File: src/logic/lc3b_isa_pkg.sv
`default_nettype none

package lc3b_isa_pkg;

	localparam int word_width = 16;
	localparam int reg_count = 8;

	// Instruction field positions
	localparam int opcode_msb = 15;
	localparam int opcode_lsb = 12;
	localparam int dr_msb = 11;		// Also the STR source register
	localparam int dr_lsb = 9;
	localparam int sr1_msb = 8;
	localparam int sr1_lsb = 6;
	localparam int sr2_msb = 2;
	localparam int sr2_lsb = 0;
	localparam int imm_sel_bit = 5;		// ALU immediate form when set

	// Immediates sit in the low bits
	localparam int imm5_width = 5;
	localparam int off6_width = 6;

	// Only the issued subset, at LC-3b encodings
	typedef enum logic [3:0]
	{
		op_add = 4'b0001,
		op_and = 4'b0101,
		op_ldr = 4'b0110,
		op_str = 4'b0111,
		op_not = 4'b1001
	} opcode_e;

	typedef logic [$clog2(reg_count)-1:0] reg_idx_t;
	typedef logic [word_width-1:0] word_t;

endpackage

`default_nettype wire

File: src/logic/tomasulo_pkg.sv
`default_nettype none

package tomasulo_pkg;

	import lc3b_isa_pkg::*;

	localparam int tag_width = 3;
	localparam int alu_station_count = 3;
	localparam int station_id_width = 2;

	typedef logic [tag_width-1:0] rob_tag_t;
	typedef logic [station_id_width-1:0] station_id_t;

	// Common data bus broadcast
	typedef struct packed
	{
		logic valid;
		rob_tag_t tag;
		word_t data;
	} cdb_t;

	// One register file read port
	typedef struct packed
	{
		logic busy;
		word_t data;
		rob_tag_t rob_entry;	// Producer when busy
	} reg_read_t;

	typedef struct packed
	{
		logic valid;
		word_t data;
	} rob_read_t;

	// Value when ready, producer tag otherwise
	typedef struct packed
	{
		logic ready;
		word_t value;
		rob_tag_t tag;
	} operand_t;

	typedef struct packed
	{
		logic valid;
		opcode_e opcode;
		reg_idx_t dest;
		reg_idx_t sr1;
		reg_idx_t src2;		// sr2, or the store source
		logic imm_sel;
		word_t imm;
	} decoded_t;

	typedef struct packed
	{
		logic write;
		station_id_t station;
		opcode_e opcode;
		operand_t j;
		operand_t k;
		rob_tag_t dest;
	} rs_write_t;

	typedef struct packed
	{
		logic write;
		opcode_e opcode;
		operand_t base;
		operand_t src;
		word_t offset;
		rob_tag_t dest;
	} ldst_write_t;

	typedef struct packed
	{
		logic write;
		opcode_e opcode;
		reg_idx_t dest;
	} rob_write_t;

	typedef struct packed
	{
		logic write;
		reg_idx_t dest;
		rob_tag_t tag;
	} reg_busy_t;

endpackage

`default_nettype wire

File: src/logic/issue_decode.sv
`timescale 1ns/100ps
`default_nettype none

module issue_decode
	import lc3b_isa_pkg::*, tomasulo_pkg::*;
(
	input wire logic clk,
	input wire logic arst_n,
	input wire logic flush,
	// Fetch side
	input wire logic instr_valid,
	input word_t instr,
	output logic instr_ready,
	// From the router
	input wire logic issue_fire,
	output decoded_t decoded,
	// Register file read indices
	output reg_idx_t sr1_idx,
	output reg_idx_t src2_idx
);

	word_t instr_q;
	logic valid_q;
	opcode_e opcode;
	logic is_mem;
	word_t imm5_sext;
	word_t off6_adj;
	logic accept;

	// Empty, or freed by this cycle's issue
	assign instr_ready = ~valid_q | issue_fire;
	assign accept = instr_valid & instr_ready;

	always_ff @(posedge clk or negedge arst_n)
	begin
		if (!arst_n)
			valid_q <= 1'b0;
		else if (flush)
			valid_q <= 1'b0;	// Drop without issuing
		else if (instr_ready)
			valid_q <= instr_valid;
	end

	always_ff @(posedge clk)
	begin
		if (accept)
			instr_q <= instr;
	end

	assign opcode = opcode_e'(instr_q[opcode_msb:opcode_lsb]);
	assign is_mem = (opcode == op_ldr) || (opcode == op_str);

	assign imm5_sext = {{(word_width-imm5_width){instr_q[imm5_width-1]}},
		instr_q[imm5_width-1:0]};

	// Word offset, so shifted left one
	assign off6_adj = {{(word_width-off6_width-1){instr_q[off6_width-1]}},
		instr_q[off6_width-1:0], 1'b0};

	always_comb
	begin
		decoded.valid = valid_q;
		decoded.opcode = opcode;
		decoded.dest = instr_q[dr_msb:dr_lsb];
		decoded.sr1 = instr_q[sr1_msb:sr1_lsb];

		// STR reads its source through the second port
		if (opcode == op_str)
			decoded.src2 = instr_q[dr_msb:dr_lsb];
		else
			decoded.src2 = instr_q[sr2_msb:sr2_lsb];

		decoded.imm_sel = is_mem | instr_q[imm_sel_bit];
		decoded.imm = is_mem ? off6_adj : imm5_sext;
	end

	assign sr1_idx = decoded.sr1;
	assign src2_idx = decoded.src2;

endmodule

`default_nettype wire

File: src/logic/operand_resolve.sv
`timescale 1ns/100ps
`default_nettype none

module operand_resolve
	import tomasulo_pkg::*;
(
	input reg_read_t reg_in,
	input rob_read_t rob_in,
	input cdb_t cdb,
	output operand_t operand
);

	logic cdb_hit;

	// Producer is broadcasting right now
	assign cdb_hit = cdb.valid && (cdb.tag == reg_in.rob_entry);

	always_comb
	begin
		operand.ready = 1'b1;
		operand.value = reg_in.data;
		operand.tag = reg_in.rob_entry;

		if (reg_in.busy)
		begin
			if (cdb_hit)
			begin
				operand.value = cdb.data;
			end
			else if (rob_in.valid)
			begin
				// Done but not yet committed
				operand.value = rob_in.data;
			end
			else
			begin
				// Station waits on the producer tag
				operand.ready = 1'b0;
				operand.value = '0;
			end
		end
	end

endmodule

`default_nettype wire

File: src/logic/dispatch_router.sv
`timescale 1ns/100ps
`default_nettype none

module dispatch_router
	import lc3b_isa_pkg::*, tomasulo_pkg::*;
(
	input decoded_t decoded,
	input operand_t op_j,
	input operand_t op_k,
	input operand_t op_src,
	// Back-end status
	input wire logic [alu_station_count-1:0] alu_busy,
	input wire logic ldst_full,
	input wire logic rob_full,
	input rob_tag_t rob_tail,
	// Writes, one-cycle pulses
	output rs_write_t rs_write,
	output ldst_write_t ldst_write,
	output rob_write_t rob_write,
	output reg_busy_t reg_busy,
	output logic issue_fire
);

	logic is_alu;
	logic is_load;
	logic is_store;
	logic is_mem;
	logic stall;
	station_id_t free_station;
	operand_t imm_operand;

	assign is_alu = (decoded.opcode == op_add) || (decoded.opcode == op_and)
		|| (decoded.opcode == op_not);
	assign is_load = (decoded.opcode == op_ldr);
	assign is_store = (decoded.opcode == op_str);
	assign is_mem = is_load | is_store;

	assign stall = rob_full
		|| (is_alu && (&alu_busy))
		|| (is_mem && ldst_full);

	// Unsupported opcodes leave without any write
	assign issue_fire = decoded.valid & ~stall;

	// Lowest-numbered free station wins
	always_comb
	begin
		free_station = '0;
		for (int i = alu_station_count - 1; i >= 0; i--)
		begin
			if (!alu_busy[i])
				free_station = station_id_t'(i);
		end
	end

	assign imm_operand = '{ready: 1'b1, value: decoded.imm, tag: '0};

	always_comb
	begin
		rs_write.write = issue_fire & is_alu;
		rs_write.station = free_station;
		rs_write.opcode = decoded.opcode;
		rs_write.j = op_j;
		rs_write.k = decoded.imm_sel ? imm_operand : op_k;
		rs_write.dest = rob_tail;
	end

	always_comb
	begin
		ldst_write.write = issue_fire & is_mem;
		ldst_write.opcode = decoded.opcode;
		ldst_write.base = op_j;
		ldst_write.offset = decoded.imm;
		ldst_write.dest = rob_tail;

		// Loads have nothing to wait on here
		if (is_store)
			ldst_write.src = op_src;
		else
			ldst_write.src = '{ready: 1'b1, value: '0, tag: '0};
	end

	always_comb
	begin
		rob_write.write = issue_fire & (is_alu | is_mem);
		rob_write.opcode = decoded.opcode;
		rob_write.dest = is_store ? reg_idx_t'(0) : decoded.dest;	// Stores write no register
	end

	// Rename the destination to the new ROB entry
	always_comb
	begin
		reg_busy.write = issue_fire & (is_alu | is_load);
		reg_busy.dest = decoded.dest;
		reg_busy.tag = rob_tail;
	end

endmodule

`default_nettype wire

File: src/logic/issue_unit.sv
`timescale 1ns/100ps
`default_nettype none

module issue_unit
	import lc3b_isa_pkg::*, tomasulo_pkg::*;
(
	input wire logic clk,
	input wire logic arst_n,
	input wire logic flush,
	// Fetch
	input wire logic instr_valid,
	input word_t instr,
	output logic instr_ready,
	// Register file
	output reg_idx_t sr1_idx,
	output reg_idx_t src2_idx,
	input reg_read_t reg_a,
	input reg_read_t reg_b,
	// ROB reads
	output rob_tag_t rob_tag_a,
	output rob_tag_t rob_tag_b,
	input rob_read_t rob_a,
	input rob_read_t rob_b,
	input cdb_t cdb,
	// Back-end status
	input wire logic [alu_station_count-1:0] alu_busy,
	input wire logic ldst_full,
	input wire logic rob_full,
	input rob_tag_t rob_tail,
	// Dispatch writes
	output rs_write_t rs_write,
	output ldst_write_t ldst_write,
	output rob_write_t rob_write,
	output reg_busy_t reg_busy
);

	decoded_t decoded;
	operand_t op_j;
	operand_t op_k;
	operand_t op_src;
	logic issue_fire;

	// ROB looks up the producers of busy registers
	assign rob_tag_a = reg_a.rob_entry;
	assign rob_tag_b = reg_b.rob_entry;

	issue_decode i_decode
	(
		.clk(clk),
		.arst_n(arst_n),
		.flush(flush),
		.instr_valid(instr_valid),
		.instr(instr),
		.instr_ready(instr_ready),
		.issue_fire(issue_fire),
		.decoded(decoded),
		.sr1_idx(sr1_idx),
		.src2_idx(src2_idx)
	);

	operand_resolve i_resolve_j
	(
		.reg_in(reg_a),
		.rob_in(rob_a),
		.cdb(cdb),
		.operand(op_j)
	);

	operand_resolve i_resolve_k
	(
		.reg_in(reg_b),
		.rob_in(rob_b),
		.cdb(cdb),
		.operand(op_k)
	);

	operand_resolve i_resolve_src	// Store data, also port b
	(
		.reg_in(reg_b),
		.rob_in(rob_b),
		.cdb(cdb),
		.operand(op_src)
	);

	dispatch_router i_router
	(
		.decoded(decoded),
		.op_j(op_j),
		.op_k(op_k),
		.op_src(op_src),
		.alu_busy(alu_busy),
		.ldst_full(ldst_full),
		.rob_full(rob_full),
		.rob_tail(rob_tail),
		.rs_write(rs_write),
		.ldst_write(ldst_write),
		.rob_write(rob_write),
		.reg_busy(reg_busy),
		.issue_fire(issue_fire)
	);

endmodule

`default_nettype wire

File: config.mk
export PLATFORM = sky130hd
export DESIGN_NAME = issue_unit
export DESIGN_NICKNAME = d
export VERILOG_FILES = /design/src/logic/lc3b_isa_pkg.sv /design/src/logic/tomasulo_pkg.sv /design/src/logic/issue_decode.sv /design/src/logic/operand_resolve.sv /design/src/logic/dispatch_router.sv /design/src/logic/issue_unit.sv
export SDC_FILE = /design/constraint.sdc
export NUM_CORES = 1
export LEC_CHECK = 0
export BUFFER_PORTS_ARGS = -buffer_cell sky130_fd_sc_hd__buf_2
export CAP_MARGIN = 40
export CORE_AREA = 2 2 103 105
export CTS_CLUSTER_SIZE = 40
export DETAILED_ROUTE_END_ITERATION = 10
export DIE_AREA = 0 0 105 107
export PLACE_DENSITY = 0.7
export SYNTH_ARGS = -nofsm -noshare
export SYNTH_HDL_FRONTEND = slang
export SYNTH_SLANG_ARGS = --single-unit
File: constraint.sdc
create_clock -name clk -period 2.1 [get_ports clk]
set_input_delay 0.42 -clock clk [delete_from_list [all_inputs] [get_ports clk]]
set_output_delay 0.42 -clock clk [all_outputs]
set_load 0.02 [all_outputs]
==> metrics.yaml, run 1 <==
sta:
  period_minus_slack_ns: 2.221
  fmax_mhz: 450.3
  setup_viol: 40
  worst_pin_slew_ns: 0.4010
  fin_ws_ns: -0.1206
  skew_ns: 0.003955
  fin_crit_sh: 1.057
  drv_slew: 0
  slew_headroom: 0.7250
  hold_viol_final: 0
  rsz0062_at_grt: "yes"
setup_path:
  r2r_slack_ns: 0.17
  endpoint_kind: "output port"
  worst_r2r_endpoint: "i_decode.instr_q[10]$_DFFE_PP_"
  cpMaxStageDelayCell: "or3_4"
  crit_arrival_ns: 1.80
  critical_path_class: "flip-flop to output port"
  crit_path_cell_trace: "buf_6 -> nand3b_1 -> or3_4 -> o21ai_4 -> buf_6"
  critPathMaxFanout: 4
  worstPathRequired_ns: 1.68
  cp_common_cell: "buf_6"
  r2r_cells: 7
  r2r-start: "i_decode.instr_q[15]$_DFFE_PP_"
  cp-start-kind: "flip-flop"
  crit_path_max_incr_delay_ns: 0.47
grt:
  grt_max_degree: 29
  grt_use_met1: 0.1981
  grt_pass1_vias: 2902
  grt_pass1_wl_um: 14450
  grt_usage: 0.1572
  use_met2: 0.2848
  grt_remaining_overflow: 0
  use_met3: 0.03040
  grt-busiest-layer: "met2"
  antenna_found_initial: 0
die:
  io_pins: 264
  start_util: 0.2574
  dieArea_um2: 11240
  rows: 37
  die_h_um: 107
  coreArea_um2: 10090
  die_w_um: 105
hold_path:
  hp-start: "flush"
  hold_path_class: "input pin to flip-flop"
  hold_end: "i_decode.valid_q$_DFFE_PN0P_"
  hold_depth: 2
placed_design:
  io_buffer_count: 251
  post-place-ws_ns: -0.09994
  routabilityCongestion: 0.8457
  place_hpwl_um: 8170
detailed_routing:
  routed_wl_um: 10510
  wl_per_cell_um: 15.21
  first_pass_iters: 6
  via_count: 3199
  route.detailed.drc: 0
  drtAntennaViolNets: 0
  viasPerCell: 4.630
  drt-initial-drc-count: 172
power:
  power_w: 0.001642
  peakVddDrop_v: 0.0004866
  power_density_nw_per_um2: 387.5
  p_leak_nw: 2.233
cells_and_area:
  drive_gt1_frac: 0.6324
  nNetsFinal: 678
  final_common_cell: "buf_2"
  fill_cells: 1053
  final_util: 0.4199
  diodes: 0
  final_cell_mix: "buf_2 (210), buf_4 (55), and2_1 (38)"
  syn_to_final_growth_pct: 63.15
clocking:
  root_buffer: "clkbuf_8"
  htreeDepth: 1
  cts.sinks: 17
  cts_max_path_buffers: 2
  clk_latency_ns: 0.25
  cts_buffers: 3
  cts.clk_slew.worst_paths_ns: 0.07
  cts_tree: "done"
yosys:
  avgSynthCellArea_um2: 7.529
  synthesis.nets: 467
  yosysUniqueCellTypes: 38
  synth_cells: 345
  ys_warn_count: 0
  ys.flop_type: "edfxtp_1"
  syn_area_um2: 2597
  synth-edff-count: 16
  ys_seq_area_frac: 0.1946
  ys_ff_latch: 17
  ys_async_sr_fraction: 0.05882
run:
  cap_violations: 0
outcome:
  failed_checks: "setup timing"
  outcome: "complete, but fails checks"
==> final cells by class <==
type | instances | area (µm²) | share of cell area
clock inverter | 1 | 7.507 | 0.001771
multi-input combinational | 239 | 1699 | 0.4009
tap | 136 | 170.2 | 0.04015
timing repair buffer | 291 | 1799 | 0.4246
sequential | 17 | 505.5 | 0.1193
clock buffer | 3 | 41.29 | 0.009743
inverter | 4 | 15.01 | 0.003543
==> per-layer routing <==
layer	vias to the layer above	routed length (µm)
met1	1467	4262
li1	1559	-
met4	0	107
met5	-	0
met3	16	818
met2	157	5324
==> kinds of logic after synthesis <==
group           after synthesis  synth area share
buf+inv                      90            0.2447
simple gates                123            0.2457
flops                        17            0.1946
xor+xnor                      6           0.02023
mux                          32            0.1233
compound gates               77            0.1715
==> registers in the layout, summed over array words and instances (netlist names) <==
register,flops
i_decode.instr_q,16
i_decode.valid_q,1
==> per-stage QoR <==
step / cells / hold WS [ns] / TNS (ns) / area, µm²
after floorplan: 345 / 0.1244 / 0 / 2633
after global placement: 673 / 0.1966 / -0.2388 / 3704
after detailed placement: 673 / 0.1989 / -0.2460 / 3704
after CTS: 683 / 0.3069 / -0.5124 / 3938
after global routing: 691 / 0.3255 / -6.387 / 4238
final: 691 / 0.3298 / -2.547 / 4238
==> synth_stat cells, types with 3 or more instances <==
cell / instances / area share
a211oi_1: 5 / 0.014
a21oi_1: 38 / 0.073
a22oi_1: 4 / 0.012
and2_1: 41 / 0.099
and3_1: 3 / 0.0072
buf_2: 3 / 0.0058
buf_4: 67 / 0.19
clkbuf_1: 11 / 0.016
edfxtp_1: 16 / 0.18
inv_1: 4 / 0.0058
mux2i_1: 32 / 0.12
nand2_1: 34 / 0.049
nand2b_1: 3 / 0.0072
nand4b_1: 3 / 0.010
nor2_1: 24 / 0.035
o21ai_0: 15 / 0.029
o22ai_1: 10 / 0.024
xnor2_1: 6 / 0.020
==> worst max-delay path, delay by kind of cell (launching register included) <==
kind / cells / cell delay (ns)
compound gates: 1 / 0.15
simple gates: 2 / 0.73
flops: 1 / 0.40
buf+inv: 2 / 0.26
==> power breakdown <==
group | internal, W | switching [W] | total, W
registers | 0.000396 | 0.0000172 | 0.000413
clock network | 0.000133 | 0.000108 | 0.000241
logic | 0.000414 | 0.000574 | 0.000988
==> timing repair <==
action	4_1_cts	5_1_grt
hold endpoints to repair	1	0
setup buffers	4	8
setup endpoints to repair	50	55
hold buffers	1	0
gates resized for setup	47	78
pin swaps	5	14
gates cloned	1	1
==> worst max path at each step <==
stage | startpoint | endpoint | slack (ns)
4_1_cts | i_decode.instr_q[15]$_DFFE_PP_ | ldst_write[34] | -0.05
3_3_place_gp | cdb[16] | ldst_write[27] | -0.09
5_1_grt | i_decode.instr_q[15]$_DFFE_PP_ | ldst_write[29] | -0.18
6_report | i_decode.instr_q[15]$_DFFE_PP_ | reg_busy[6] | -0.12
3_5_place_dp | cdb[16] | ldst_write[27] | -0.1
2_1_floorplan | i_decode.instr_q[13]$_DFFE_PP_ | i_decode.instr_q[0]$_DFFE_PP_ | 0.05
Note: power is estimated with default switching activity, not from simulation.
==> run 2: changes to the inputs <==
Settings changed: CORE_AREA 2 2 103 105 to 2 2 104 106, DIE_AREA 0 0 105 107 to 0 0 106 108, GPL_TIMING_DRIVEN from default to 1, PLACE_DENSITY 0.7 to 0.66, SETUP_SLACK_MARGIN from default to 0.2.
Clock period 2.1 ns to 2.3 ns, I/O delays scaled along.
==> run 2 against run 1 <==
Against the previous run:
- the run now ends clean
- flip-flop and latch count stayed put
- sequential power is 8.5% lower
- via count is 4.6% higher
- critical path type is now input pin to output port
==> metrics.yaml, run 2 (synthesized netlist as in run 1, its figures left out) <==
sta:
  skew_ns: 0.004372  # +0.0004168 ns
  fin_setup_tns_ns: 0  # +2.547 ns
  slew_headroom: 0.7218  # -0.003196
  rsz0062_at_grt: "yes"
  setup_viol: 0  # -100%
  drv_slew: 0  # unchanged
  fmax_mhz: 437.5
  fin_crit_sh: 0.9937
  worst_pin_slew_ns: 0.4172  # +0.01627 ns
  period_minus_slack_ns: 2.286
  hold_viol_final: 0  # unchanged
  whs_ns: 0.3459  # +0.01604 ns
placed_design:
  io_buffer_count: 251  # unchanged
  place_inst: 657  # -2.4%
  place_hpwl_um: 9026  # +10%
  placed_area_um2: 3571  # -3.6%
  routabilityCongestion: 0.7955  # -5.9%
die:
  dieArea_um2: 11450  # +1.9%
  io_pins: 264  # unchanged
  die_h_um: 108  # +0.93%
  die_w_um: 106  # +0.95%
  start_util: 0.2539  # -0.003494
  rows: 37  # unchanged
  coreArea_um2: 10230  # +1.4%
cells_and_area:
  finalNonFillerCells: 692  # +0.14%
  final_util: 0.4758  # +0.05594
  largestRegisters: "i_decode.instr_q x16, i_decode.valid_q x1"
  final_common_cell: "buf_2"
  largest_reg_flops: 16  # unchanged
  largest_register: "i_decode.instr_q"
  syn_to_final_growth_pct: 87.43
  fin_area_um2: 4868  # +15%
  drive_gt1_frac: 0.6942  # +0.06181
  nNetsFinal: 679  # +0.15%
  diodes: 0  # unchanged
  final_cell_mix: "buf_2 (165), buf_4 (59), buf_6 (51)"
clocking:
  htreeDepth: 1  # unchanged
  root_buffer: "clkbuf_8"
  cts_tree: "done"
  cts.sinks: 17  # unchanged
  clk_latency_ns: 0.26  # about the same
  cts_buffers: 3  # unchanged
  cts.clk_slew.worst_paths_ns: 0.07  # about the same
  cts_max_path_buffers: 2  # unchanged
grt:
  grt_remaining_overflow: 0  # unchanged
  grt_pass1_wl_um: 16030  # +11%
  grt_pass1_vias: 3007  # +3.6%
  grt_max_degree: 26  # -10%
  antenna_found_initial: 0  # unchanged
  grt_usage: 0.1766  # +0.01947
detailed_routing:
  routed_wl_um: 12660  # +20%
  drt-initial-drc-count: 371  # +120%
  drtAntennaViolNets: 0  # unchanged
  first_pass_iters: 4  # -2
  wl_per_cell_um: 18.30  # +20%
  viasPerCell: 4.835  # +4.4%
  via_count: 3346  # +4.6%
  route.detailed.drc: 0  # unchanged
power:
  peakVddDrop_v: 0.0003888  # -20%
  p_leak_nw: 2.381  # +6.6%
  power_density_nw_per_um2: 348.8  # -10%
setup_path:
  worstPathRequired_ns: 1.84  # +0.16 ns
  endpoint_kind: "output port"
  crit_arrival_ns: 1.83  # +0.03 ns
  cp-start-kind: "input pin"
  critical_path_class: "input pin to output port"
  critPathMaxFanout: 5  # +1
hold_path:
  hold_path_class: "input pin to flip-flop"
run:
  cap_violations: 0  # unchanged
outcome:
  outcome: "finished clean"
==> run 2: cell count changes in the layout (fill, tap and decap cells not counted), sizes merged <==
cell / change
buf: -4
clkbuf: +5
==> run 2: timing repair <==
item | 4_1_cts | 5_1_grt
pin swaps | 5 | 45
setup buffers | 9 | 13
gates resized for setup | 68 | 195
setup endpoints to repair | 55 | 107
hold endpoints to repair | 1 | 0
hold buffers | 1 | 0
cloned | 2 | 6
==> run 2: final timing paths <==
path                            cells past startpoint                             end  slack (ns)                            from
worst max-delay path                                9                    rs_write[15]        0.01                        reg_b[2]
worst min-delay path                                2    i_decode.valid_q$_DFFE_PN0P_        0.35                           flush
worst max register to register                      5  i_decode.instr_q[13]$_DFFE_PP_        0.40  i_decode.instr_q[14]$_DFFE_PP_
worst min register to register                      2    i_decode.valid_q$_DFFE_PN0P_        0.64    i_decode.valid_q$_DFFE_PN0P_
max in group asynchronous                           2    i_decode.valid_q$_DFFE_PN0P_        1.69                          arst_n
min in group asynchronous                           2    i_decode.valid_q$_DFFE_PN0P_        0.52                          arst_n
==> run 2: where the power goes <==
part	internal (W)	total (W)	leakage (nW)	switching (W)
registers	0.000362	0.000378	0.167	0.0000165
logic	0.000495	0.00109	2.19	0.000595
clock network	0.000122	0.000231	0.0217	0.000109
total	0.000979	0.00170	2.38	0.000720
==> run 2: stage by stage <==
step | setup slack [ns] | power [W]
2_1_floorplan | 0.2295 | 0.0009510
3_3_place_gp | 0.08533 | 0.001168
3_5_place_dp | 0.1003 | 0.001175
4_1_cts | 0.07915 | 0.001470
5_1_grt | -0.05619 | 0.001777
6_report | 0.01449 | 0.001698
==> run 2: metal layers <==
| metal | GRT usage | wire, µm | vias to the layer above |
|---|---|---|---|
| li1 | - | - | 1561 |
| met1 | 0.2243 | 5020 | 1578 |
| met2 | 0.3207 | 6615 | 189 |
| met3 | 0.02230 | 853 | 18 |
| met4 | 0.03853 | 170 | 0 |
| met5 | 0 | 0 | - |
==> run 2: area by class of cell <==
cell class | count | area (µm²)
clock buffers | 3 | 41.29
clock inverters | 1 | 7.507
fillers | 957 | 5363
inverters | 4 | 15.01
multi-input cells | 239 | 1961
flip-flops and latches | 17 | 505.5
well taps | 136 | 170.2
repair buffers | 292 | 2168
==> run 2: worst max-delay path: stages <==
cell and delay, ns:
buf_4 0.13, xnor2_2 0.12, nand4_1 0.14, buf_6 0.17, buf_12 0.14, buf_6 0.12
mux2i_4 0.18, o22ai_2 0.21, buf_6 0.14
